<file path="src/logic/busPkg.sv">
package busPkg;

// ==========================================================================
// bus operation and status codes
// ==========================================================================

typedef enum logic [4:0]
{
	opmReady  = 5'b00000,	// idle, no request
	opmLoadX  = 5'b00111,	// 128-bit load
	opmLoadQ  = 5'b01011,	// 64-bit load
	opmStoreX = 5'b10111,	// 128-bit store
	opmStoreQ = 5'b10011	// 64-bit store
} memOpm;

typedef enum logic [1:0]
{
	okReady = 2'b00,
	okDone  = 2'b01,	// data valid
	okHold  = 2'b10,	// still busy
	okFault = 2'b11		// see busExc
} memOk;

typedef enum logic [15:0]
{
	excNone  = 16'h0000,
	excRange = 16'h8001
} excCode;

// ==========================================================================
// request and response bundles
// ==========================================================================

typedef struct packed
{
	logic [127:0] outData;
	logic [47:0]  addrA;
	logic [47:0]  addrB;	// next line, for quads that spill over
	memOpm        opm;
} busReq;

typedef struct packed
{
	logic [127:0] inData;
	memOk         ok;
	logic [63:0]  busExc;	// {address, code}
} busRsp;

function automatic logic isQuad(input memOpm opm);
	return (opm == opmLoadQ) || (opm == opmStoreQ);
endfunction

function automatic logic isStore(input memOpm opm);
	return (opm == opmStoreQ) || (opm == opmStoreX);
endfunction

// exception word, faulting address above the code
function automatic logic [63:0] packExc(input excCode code, input logic [47:0] addr);
	return {addr, code};
endfunction

endpackage

</file>
<file path="src/logic/MemPortJoin.sv">
`timescale 1ns/100ps

module MemPortJoin
	import busPkg::*;
(
	input  logic  clock,
	input  logic  reset,
	input  busReq port1Req,
	input  busReq port2Req,
	input  busRsp memRsp,
	output busRsp port1Rsp,
	output busRsp port2Rsp,
	output busReq memReq
);

logic  own1;		// port1 holds the memory
logic  own2;
logic  active1;
logic  active2;
logic  take1;
logic  take2;
logic  nextOwn1;
logic  nextOwn2;

busReq nextReq;
busRsp nextRsp1;
busRsp nextRsp2;

busReq reqReg;
busRsp rsp1Reg;
busRsp rsp2Reg;

// owner sees memory status once the memory has picked up its request,
// everyone else sees hold while requesting and ready while idle
function automatic busRsp portResponse(
	input logic  taken,
	input logic  active,
	input busRsp mem
);
	busRsp rsp;

	rsp.inData = mem.inData;	// read data goes to both ports
	if (taken && (mem.ok != okReady))
	begin
		rsp.ok     = mem.ok;
		rsp.busExc = mem.busExc;
	end
	else
	begin
		if (active)
			rsp.ok = okHold;
		else
			rsp.ok = okReady;
		rsp.busExc = '0;
	end
	return rsp;
endfunction

// ==========================================================================
// arbitration
// ==========================================================================

always_comb
begin
	active1 = port1Req.opm != opmReady;
	active2 = port2Req.opm != opmReady;

	take1 = own1 || (active1 && !own2);
	take2 = own2 || (active2 && !take1);	// port1 wins a tie

	// hold on until both request and memory are back to ready
	nextOwn1 = take1 && (active1 || (memRsp.ok != okReady));
	nextOwn2 = take2 && (active2 || (memRsp.ok != okReady));

	nextReq     = port1Req;
	nextReq.opm = opmReady;
	if (take1)
		nextReq = port1Req;
	else if (take2)
		nextReq = port2Req;

	nextRsp1 = portResponse(take1, active1, memRsp);
	nextRsp2 = portResponse(take2, active2, memRsp);
end

// ==========================================================================
// output registers
// ==========================================================================

always_ff @(posedge clock)
begin
	reqReg  <= nextReq;
	rsp1Reg <= nextRsp1;
	rsp2Reg <= nextRsp2;

	if (reset)
	begin
		own1        <= 1'b0;
		own2        <= 1'b0;
		reqReg.opm  <= opmReady;
		rsp1Reg.ok  <= okReady;
		rsp2Reg.ok  <= okReady;
	end
	else
	begin
		own1 <= nextOwn1;
		own2 <= nextOwn2;
	end
end

assign memReq   = reqReg;
assign port1Rsp = rsp1Reg;
assign port2Rsp = rsp2Reg;

endmodule

</file>
<file path="config.mk">
export PLATFORM = sky130hd
export DESIGN_NAME = MemPortJoin
export DESIGN_NICKNAME = d
export VERILOG_FILES = /design/src/logic/busPkg.sv /design/src/logic/MemPortJoin.sv
export SDC_FILE = /design/constraint.sdc
export NUM_CORES = 1
export LEC_CHECK = 0
export BUFFER_PORTS_ARGS = -buffer_cell sky130_fd_sc_hd__buf_2
export CORE_AREA = 2 2 501 503
export DETAILED_ROUTE_END_ITERATION = 6
export DIE_AREA = 0 0 503 505
export GPL_TIMING_DRIVEN = 0
export HOLD_SLACK_MARGIN = 0.03
export PLACE_DENSITY = 0.3
export SKIP_CTS_REPAIR_TIMING = 1
export SYNTH_ARGS = -nofsm -noshare
export SYNTH_HDL_FRONTEND = slang
export SYNTH_SLANG_ARGS = --single-unit
</file>
<file path="constraint.sdc">
create_clock -name clock -period 2.5 [get_ports clock]
set_clock_uncertainty 0.05 [all_clocks]
set_input_delay 0.5 -clock clock [delete_from_list [all_inputs] [get_ports clock]]
set_output_delay 0.5 -clock clock [all_outputs]
set_load 0.03 [all_outputs]
</file>
**Yosys cells after proc, flatten, opt, wreduce, memory -nomap -nowiden**

Cells that the tools add are included.

- $add $sub $neg: 0
- $mul: 0
- Div/mod/pow operators: 0
- Order comparisons: 0
- Equal/unequal tests: 0
- Shift-type cells: 0
- Multiplexer cells: 6
- Bitwise operators: 0
- Reductions and logical operators: 15

Operator list:

| operator | count |
|---|---|
| $mux W229 | 2 |
| $mux W66 | 2 |
| $reduce_bool A5 Y1 | 2 |
| $logic_and A1 B1 Y1 | 6 |
| $logic_or A1 B1 Y1 | 4 |
| $mux W2 | 2 |
| $logic_not A1 Y1 | 2 |
| $reduce_bool A2 Y1 | 1 |

- Register bits after elaboration: 491
- Bits in latches: 0
- Bits in writable memories: 0
- ROM bits: 0
- Memories: 0

**Longest topological paths before layout**

Gate-level depths: netlist of the first run.

- Depth after elaboration: 8
- Mapped depth: 7
- Gate-level depth less buffers: 4

**Worst setup path after synthesis of the first run**

OpenSTA, ideal clock, no wires.

- Path kind: input to register
- Start point: input port port2Req[0] (netlist bit)
- End point: register reqReg, in the netlist memReq[10]
- Setup time: 121 ps
- Arrival: 2140 ps
- Setup slack: 188 ps
- Cell stages on the path: 6
- Cell sequence: or4_1 or3_4 nand2_4 buf_12 buf_12 mux2_4

RTL lines:

| what | RTL line | RTL |
|---|---|---|
| start, declared | MemPortJoin.sv:9 | `input busReq port2Req,` |
| end signal, assigned | MemPortJoin.sv:92 | `reqReg <= nextReq;` |
| end, declared | MemPortJoin.sv:29 | `busReq reqReg;` |

==> results of run 1 <==
## area by class of cell
cell class,instances,area share
repair buffers,1895,0.364
flip-flops and latches,491,0.284
multi-input cells,395,0.121
well taps,3330,0.120
clock buffers,94,0.0560
plain buffers,166,0.0409
clock inverters,26,0.00899
diodes,59,0.00426
inverters,3,0.000325
## kinds of logic after synthesis
family | after synthesis
multiplexers | 224
AND/OR/NAND/NOR | 157
flip-flops | 491
AO/OA/AOI/OAI | 14
buffers and inverters | 169
## flip-flops by register name (all words and copies together), names as in the netlist
name and flops:
port2Rsp 194, port1Rsp 66, memReq 229, own1 1
own2 1
## worst reg2reg max path, delay by kind of cell, from the launching register on
kind,cells,cell delay (ns)
buffers and inverters,2,0.52
flip-flops,1,0.36
AO/OA/AOI/OAI,1,0.55
AND/OR/NAND/NOR,1,0.36
multiplexers,1,0.36
## through the flow
step,hold slack [ns],util,area (sq um),total power (W)
CTS,-0.248,0.114,28200,0.0224
global placement,0.480,0.105,26000,0.0120
global route,0.0319,0.139,34600,0.0238
detailed placement,0.474,0.105,26000,0.0120
floorplan,0.437,-,15400,0.0103
finish,0.0937,0.140,34600,0.0228
## power by group through the flow
stage / clock network, W / logic, W / registers (W)
6_report: 0.0101 / 0.00423 / 0.00848
5_1_grt: 0.0108 / 0.00446 / 0.00851
4_1_cts: 0.0106 / 0.00336 / 0.00848
3_5_place_dp: 0 / 0.00335 / 0.00864
3_3_place_gp: 0 / 0.00335 / 0.00864
2_1_floorplan: 0 / 0.000805 / 0.00945
## final timing paths
| path | cells after the start | endpoint | start |
|---|---|---|---|
| worst max-delay path | 5 | memReq[87] | own1 |
| worst max register to register | 5 | memReq[87] | own1 |
| worst min register to register | 2 | own2 | own2 |
| worst min-delay path | 2 | port1Rsp[58] | memRsp[58] |
## cell usage in the layout (no fill, tap or decap), types with 5 or more instances in the layout
master,synthesis,final
clkbuf_16,0,69
clkbuf_1,12,24
mux2_4,160,160
nand2_1,10,10
and2_1,128,128
bufinv_16,0,5
mux2_2,64,64
buf_12,17,17
clkinv_2,0,9
diode_2,0,59
dlygate4sd3_1,0,626
buf_2,1,1270
buf_4,134,134
dfxtp_1,491,491
clkbuf_8,0,12
inv_6,0,5
nor2_1,6,5
a21oi_1,6,6
## per-layer routing
layer / vias to the layer above / routed length [um] / GRT usage
met1: 7431 / 58300 / 0.110
met3: 280 / 19900 / 0.0884
met4: 84 / 4030 / 0.0235
met5: - / 546 / 0
met2: 1097 / 66600 / 0.177
li1: 7361 / - / -
==> flow_metrics.py, run 1 <==
metrics = {
    "yosys": {
        "yosys.cell_count.top_type": "dfxtp_1",
        "muxShareOfSynthArea": 0.202,
        "synthDistinctLibCells": 27,
        "yosys.area.top_type": "dfxtp_1",
        "synth_adder_area_share": 0,
        "yosysSeqAreaShare": 0.637,
        "yosys.area_share.simple": 0.0621,
        "synthXorXnorAreaFrac": 0,
        "synthTopCellsByCount": "491 x dfxtp_1, 160 x mux2_4, 134 x buf_4",
        "synth_edf_count": 0,
        "synthTopCellsByArea": "dfxtp_1 64%, mux2_4 16%, buf_4 6.5%",
        "avgSynthCellArea_sq_um": 14.6,
        "synth_top_area_frac": 0.637,
        "synthFlopType": "dfxtp_1",
        "syn_nets": 1709,
        "ys_warn_count": 0,
        "synth_compound_area_frac": 0.00673,
        "ys_ff_latch": 491,
        "async_flop_share": 0,
        "synth_area_sq_mm": 0.0154,
        "synth_top_family_by_area": "multiplexers",
        "synthCells": 1055,
    },
    "worst_setup_path": {
        "crit_type": "register to register",
        "reg2reg_slack_ns": 0.18,
        "cp-end-kind": "register",
        "cp_num_buf_inv": 2,
        "critPathTopFamily": "compound AO/OA/AOI/OAI gates",
        "critPathMaxStageDelay_ns": 0.55,
        "cp-start-kind": "register",
        "worstPathArrival_ns": 2.82,
        "crit_required_ns": 3.00,
        "cp_max_fo": 10,
        "cpMaxStageDelayCell": "o31ai_4",
        "path_cells": "o31ai_4 -> nand2_4 -> buf_8 -> buf_12 -> mux2_4",
    },
    "timing": {
        "fin_crit_sh": 0.929,
        "rsz0062_at_grt": "false",
        "report.final.slew_viol_count": 0,
        "period_minus_slack_ns": 2.32,
        "fmax_mhz": 431,
        "finalSetupViolations": 0,
        "setup_ws_ns": 0.178,
        "relSlewSlack": 0.503,
        "worstMarginPinSlew_ns": 0.744,
        "hold_viol": 0,
        "tns_ns": 0,
    },
    "power_and_ir_drop": {
        "power_frac_comb": 0.185,
        "intPower_w": 0.0160,
        "peakVddDrop_mv": 0.453,
        "p_leak_nw": 16.1,
        "p_sw_w": 0.00677,
        "power_density_mw_per_mm2": 658,
        "clkPwrFrac": 0.443,
        "pwr-share-seq": 0.372,
        "swShare": 0.297,
    },
    "route": {
        "routedWlPerCell_um": 23.1,
        "drc_errors": 0,
        "drt_pass1_iterations": 5,
        "wl_um": 149000,
        "ant_nets": 0,
        "via_per_inst": 2.52,
        "drtIter0Drc": 706,
        "via_count": 16300,
    },
    "cts": {
        "root_buffer": "clkbuf_16",
        "h-tree-depth": 3,
        "cts_tree": "yes",
        "cts_max_path_buffers": 3,
        "path_clk_slew_ns": 0.06,
        "cts_buffers": 69,
        "clock-sinks": 491,
        "clk_latency_ns": 0.67,
    },
    "global_route": {
        "overflow": 0,
        "grt_first_pass_wirelength_um": 174000,
        "grt_max_degree": 13,
        "antenna_found_initial": 172,
        "grt.total_usage": 0.110,
        "grt_pass1_vias": 14300,
    },
    "placement": {
        "place_congestion": 0.865,
        "numPortBuffers": 1269,
        "place_ws_ns": -0.726,
        "dp_cells": 5654,
        "dp.final_hpwl_um": 132000,
    },
    "status": {
        "status": "complete, no violations",
    },
    "floorplanning": {
        "rows": 183,
        "io-pin-count": 1271,
        "core-area_sq_mm": 0.248,
        "die_area_sq_mm": 0.254,
        "fp.dieW_um": 503,
        "die-height_um": 505,
        "initial_core_util": 0.0622,
    },
    "worst_hold_path": {
        "hold_class": "input port to register",
    },
    "cells_and_area": {
        "fin_cells": 6459,
        "layout-drive-gt1-share": 0.574,
        "syn2layout_area_growth_pct": 124,
        "fillers": 28400,
        "seq_area_sq_mm": 0.00983,
        "finalNetCount": 3675,
        "multiInputGateArea_sq_mm": 0.00420,
    },
    "run": {
        "drv_cap": 0,
    },
}
(Power assumes the default switching activity.)
==> run 2: changes to the inputs <==
==> constraint.sdc (replaced) <==
create_clock -name clock -period 2.65 [get_ports clock]
set_clock_uncertainty 0.05 [all_clocks]
set_input_delay 0.53 -clock clock [delete_from_list [all_inputs] [get_ports clock]]
set_output_delay 0.53 -clock clock [all_outputs]
set_load 0.03 [all_outputs]
==> run 2 against run 1 <==
Sequential power decreased by 5.7%. Final cell count decreased by 0.42%. Via count fell by 0.84%. Highest routed layer unchanged. Largest cell class unchanged. Worst hold slack improved by 0.0022 ns. Combinational power is 6.6% lower. Non-clock buffer count shrank 26.
==> flow_metrics.py, run 2 (same netlist as run 1, synthesis figures left out) <==
metrics = {
    "route": {
        "routedWlPerCell_um": 23.2,
        "ant_nets": 0,
        "via_count": 16100,
        "wl_um": 149000,
        "drtIter0Drc": 696,
        "drc_errors": 0,
        "drt_pass1_iterations": 5,
        "via_per_inst": 2.51,
    },
    "worst_setup_path": {
        "cpMaxStageDelayCell": "nor3_2",
        "cp-start-kind": "register",
        "critPathTopFamily": "simple AND/OR/NAND/NOR gates",
        "worstPathArrival_ns": 2.94,
        "cp-end-kind": "register",
        "crit_required_ns": 3.20,
        "path_cells": "o31a_1 -> nor3_2 -> clkbuf_1 -> and2_1",
        "cp_num_buf_inv": 1,
        "cp_max_fo": 11,
        "crit_type": "register to register",
        "critPathMaxStageDelay_ns": 0.86,
        "reg2reg_slack_ns": 0.26,
    },
    "timing": {
        "relSlewSlack": 0.240,
        "report.final.slew_viol_count": 0,
        "fin_crit_sh": 0.901,
        "fmax_mhz": 419,
        "setup_ws_ns": 0.262,
        "rsz0062_at_grt": "false",
        "period_minus_slack_ns": 2.39,
        "worstMarginPinSlew_ns": 1.13,
        "hold_viol": 0,
        "finalSetupViolations": 0,
        "whs_ns": 0.0958,
    },
    "global_route": {
        "grt_max_degree": 13,
        "overflow": 0,
        "grt_pass1_vias": 14300,
        "grt.total_usage": 0.110,
        "grt_first_pass_wirelength_um": 174000,
        "antenna_found_initial": 173,
    },
    "cts": {
        "cts_max_path_buffers": 3,
        "cts_tree": "yes",
        "cts_buffers": 69,
        "clock-sinks": 491,
        "clk_latency_ns": 0.67,
        "root_buffer": "clkbuf_16",
        "h-tree-depth": 3,
        "path_clk_slew_ns": 0.06,
    },
    "worst_hold_path": {
        "hold_class": "input port to register",
    },
    "cells_and_area": {
        "layout-drive-gt1-share": 0.579,
        "syn2layout_area_growth_pct": 123,
        "final_cell_mix": "1270 x buf_2, 600 x dlygate4sd3_1, 491 x dfxtp_1",
        "finalNetCount": 3649,
        "fillers": 28400,
        "post-route-util": 0.138,
        "largest_reg_flops": 229,
        "final_common_cell": "buf_2",
    },
    "power_and_ir_drop": {
        "power_density_mw_per_mm2": 625,
        "peakVddDrop_mv": 0.430,
        "total_power_w": 0.0215,
        "p_leak_nw": 16.0,
    },
    "floorplanning": {
        "initial_core_util": 0.0622,
        "io-pin-count": 1271,
        "rows": 183,
        "fp.dieW_um": 503,
        "core-area_sq_mm": 0.248,
        "die-height_um": 505,
        "die_area_sq_mm": 0.254,
    },
    "placement": {
        "place_ws_ns": -0.606,
        "numPortBuffers": 1269,
        "dp.final_hpwl_um": 132000,
        "place_congestion": 0.865,
    },
    "status": {
        "status": "complete, no violations",
    },
    "run": {
        "drv_cap": 0,
    },
}
run 2: path summary, 6_finish.rpt:
path,startpoint,end,cells past startpoint
worst min register to register,own2,own2,2
worst max-delay path,own1,port2Rsp[50],4
worst min-delay path,port2Req[158],memReq[158],2
worst max register to register,own1,port2Rsp[50],4
run 2: final cells by class:
| class | count | area (sq um) | area share |
|---|---|---|---|
| inverter | 3 | 11.3 | 0.000328 |
| tap | 3330 | 4170 | 0.121 |
| buffer | 166 | 1420 | 0.0412 |
| timing repair buffer | 1869 | 12400 | 0.360 |
| clock inverter | 26 | 312 | 0.00906 |
| sequential | 491 | 9830 | 0.286 |
| antenna | 58 | 145 | 0.00422 |
| clock buffer | 94 | 1940 | 0.0565 |
| multi-input combinational | 395 | 4190 | 0.122 |
run 2: routing by layer:
layer	track usage	share of wire
met3	0.0884	0.14
met1	0.110	0.38
met5	0	0.0038
met4	0.0235	0.026
met2	0.177	0.45
run 2: through the flow:
stage	setup TNS [ns]	cells	instance area, sq um
finish	0	6432	34400
global route	0	6402	34300
CTS	-1.11	5774	28200
detailed placement	-84.10	5654	26000
global placement	-98.45	5654	26000
floorplan	0	1055	15400
run 2: worst reg2reg max path, cell delays in order (launching register included):
cell and delay, ns:
dfxtp_1 0.36, o31a_1 0.36, nor3_2 0.86, clkbuf_1 0.47, and2_1 0.21
run 2: where the power goes:
group          switching (W)  internal, W  total, W
Sequential          0.000198      0.00780   0.00800
Combinational        0.00226      0.00169   0.00395
Clock                0.00391      0.00562   0.00953
==> run 3: changes to the inputs <==
--- a/config.mk
+++ b/config.mk
@@ -6,9 +6,9 @@
 export NUM_CORES = 1
 export LEC_CHECK = 0
 export BUFFER_PORTS_ARGS = -buffer_cell sky130_fd_sc_hd__buf_2
-export CORE_AREA = 2 2 501 503
+export CORE_AREA = 2 2 499 501
 export DETAILED_ROUTE_END_ITERATION = 6
-export DIE_AREA = 0 0 503 505
+export DIE_AREA = 0 0 501 503
 export GPL_TIMING_DRIVEN = 0
 export HOLD_SLACK_MARGIN = 0.03
 export PLACE_DENSITY = 0.3
==> run 3 against run 2 <==
Clock power is 8% higher. Critical path type unchanged. Power up 4.5%. Final cell count decreased by 0.87%. Clock-buffer cell count down 1. Routed wire length grew 14%. Global-route usage increased by 1.7 points. Final area grew 0.97%. Worst setup slack got worse by 0.070 ns. Critical endpoint is now port1Rsp[51]. Highest routed layer unchanged. Largest cell class unchanged.
==> flow_metrics.py, run 3 (same netlist as run 1, synthesis figures left out) <==
metrics = {
    "global_route": {
        "grt.total_usage": 0.127,
        "grt_max_degree": 13,
        "overflow": 0,
        "antenna_found_initial": 214,
        "grt_first_pass_wirelength_um": 195000,
        "grt_pass1_vias": 14200,
    },
    "timing": {
        "hold_viol": 0,
        "relSlewSlack": 0.581,
        "fmax_mhz": 407,
        "rsz0062_at_grt": "false",
        "report.final.slew_viol_count": 0,
        "period_minus_slack_ns": 2.46,
        "whs_ns": 0.0832,
        "finalSetupViolations": 0,
        "worstMarginPinSlew_ns": 0.627,
        "fin_crit_sh": 0.927,
    },
    "floorplanning": {
        "die-height_um": 503,
        "io-pin-count": 1271,
        "rows": 183,
        "die_area_sq_mm": 0.252,
        "core-area_sq_mm": 0.247,
        "fp.dieW_um": 501,
        "initial_core_util": 0.0625,
    },
    "cts": {
        "clock-sinks": 491,
        "cts_buffers": 72,
        "clk_latency_ns": 0.69,
        "cts_max_path_buffers": 3,
        "root_buffer": "clkbuf_16",
        "cts_tree": "yes",
        "path_clk_slew_ns": 0.06,
        "h-tree-depth": 3,
    },
    "route": {
        "drtIter0Drc": 778,
        "ant_nets": 0,
        "drt_pass1_iterations": 5,
        "via_per_inst": 2.62,
        "routedWlPerCell_um": 26.6,
        "drc_errors": 0,
        "via_count": 16700,
        "wl_um": 170000,
    },
    "placement": {
        "numPortBuffers": 1269,
        "place_area_sq_mm": 0.0259,
        "dp_cells": 5562,
        "dp.final_hpwl_um": 151000,
        "place_congestion": 0.879,
    },
    "power_and_ir_drop": {
        "total_power_w": 0.0224,
        "p_leak_nw": 16.2,
        "power_density_mw_per_mm2": 647,
        "peakVddDrop_mv": 0.383,
    },
    "cells_and_area": {
        "final_common_cell": "buf_2",
        "post-route-util": 0.140,
        "finalInstanceArea_sq_mm": 0.0347,
        "fin_cells": 6376,
        "largest_reg_flops": 229,
        "layout-drive-gt1-share": 0.579,
        "finalNetCount": 3668,
        "final_cell_mix": "1270 x buf_2, 616 x dlygate4sd3_1, 491 x dfxtp_1",
        "syn2layout_area_growth_pct": 125,
        "fillers": 28000,
    },
    "worst_setup_path": {
        "cp_max_fo": 14,
        "crit_type": "register to register",
        "ff2ff_path_depth": 7,
        "cp-end-kind": "register",
        "crit_required_ns": 3.23,
        "r2r-start": "own1",
        "reg2reg_slack_ns": 0.19,
        "r2r-end": "port1Rsp[51]",
        "worstPathArrival_ns": 3.04,
        "cp-start-kind": "register",
    },
    "status": {
        "status": "complete, no violations",
    },
    "worst_hold_path": {
        "hold_class": "input port to register",
        "hold_end": "memReq[3]",
        "hold_start": "port1Req[3]",
        "hold_depth": 3,
    },
    "run": {
        "drv_cap": 0,
    },
}
[run 3: layout make-up]
class,count,area [sq um],share of cell area
Sequential cell,491,9830,0.283
Inverter,3,11.3,0.000324
Timing Repair Buffer,1886,12500,0.361
Clock buffer,93,1970,0.0568
Buffer,165,1410,0.0407
Antenna cell,68,170,0.00490
Clock inverter,38,532,0.0153
Multi-Input combinational cell,395,4190,0.121
Tap cell,3237,4050,0.117
[run 3: how the worst max path moves through the flow]
stage                      from           end  slack [ns]
finish                     own1  port1Rsp[51]        0.19
global route               own1  port1Rsp[52]        0.08
CTS                        own1  port1Rsp[51]       -0.21
detailed placement  port1Req[4]  port2Rsp[62]       -0.78
global placement    port1Req[2]  port1Rsp[51]       -0.85
floorplan           port2Req[0]    memReq[10]        0.31
[run 3: report_power, final]
group | leakage [nW] | total [W] | internal, W | switching [W]
clock | 1.21 | 0.0103 | 0.00596 | 0.00438
combinational | 10.8 | 0.00412 | 0.00171 | 0.00241
sequential | 4.12 | 0.00799 | 0.00780 | 0.000192
[run 3: per-stage QoR]
step	setup slack [ns]	TNS, ns
floorplan	0.308	0
global placement	-0.846	-135.64
detailed placement	-0.780	-113.31
CTS	-0.210	-2.42
global route	0.0784	0
finish	0.192	0
[run 3: per-layer routing]
metal / global-route usage / share of wire / routed length (um)
met4: 0.0280 / 0.030 / 5060
met3: 0.0970 / 0.14 / 23000
met2: 0.202 / 0.44 / 75500
met1: 0.132 / 0.39 / 65400
met5: 0 / 0.0048 / 816
[run 3: worst max-delay path: stages (launching register included)]
cell and delay [ns]:
dfxtp_1 0.44, nand2b_1 0.14, buf_2 0.21, o31ai_4 0.18, nor2_2 0.43, buf_8 0.25, clkbuf_2 0.47, and2_1 0.21
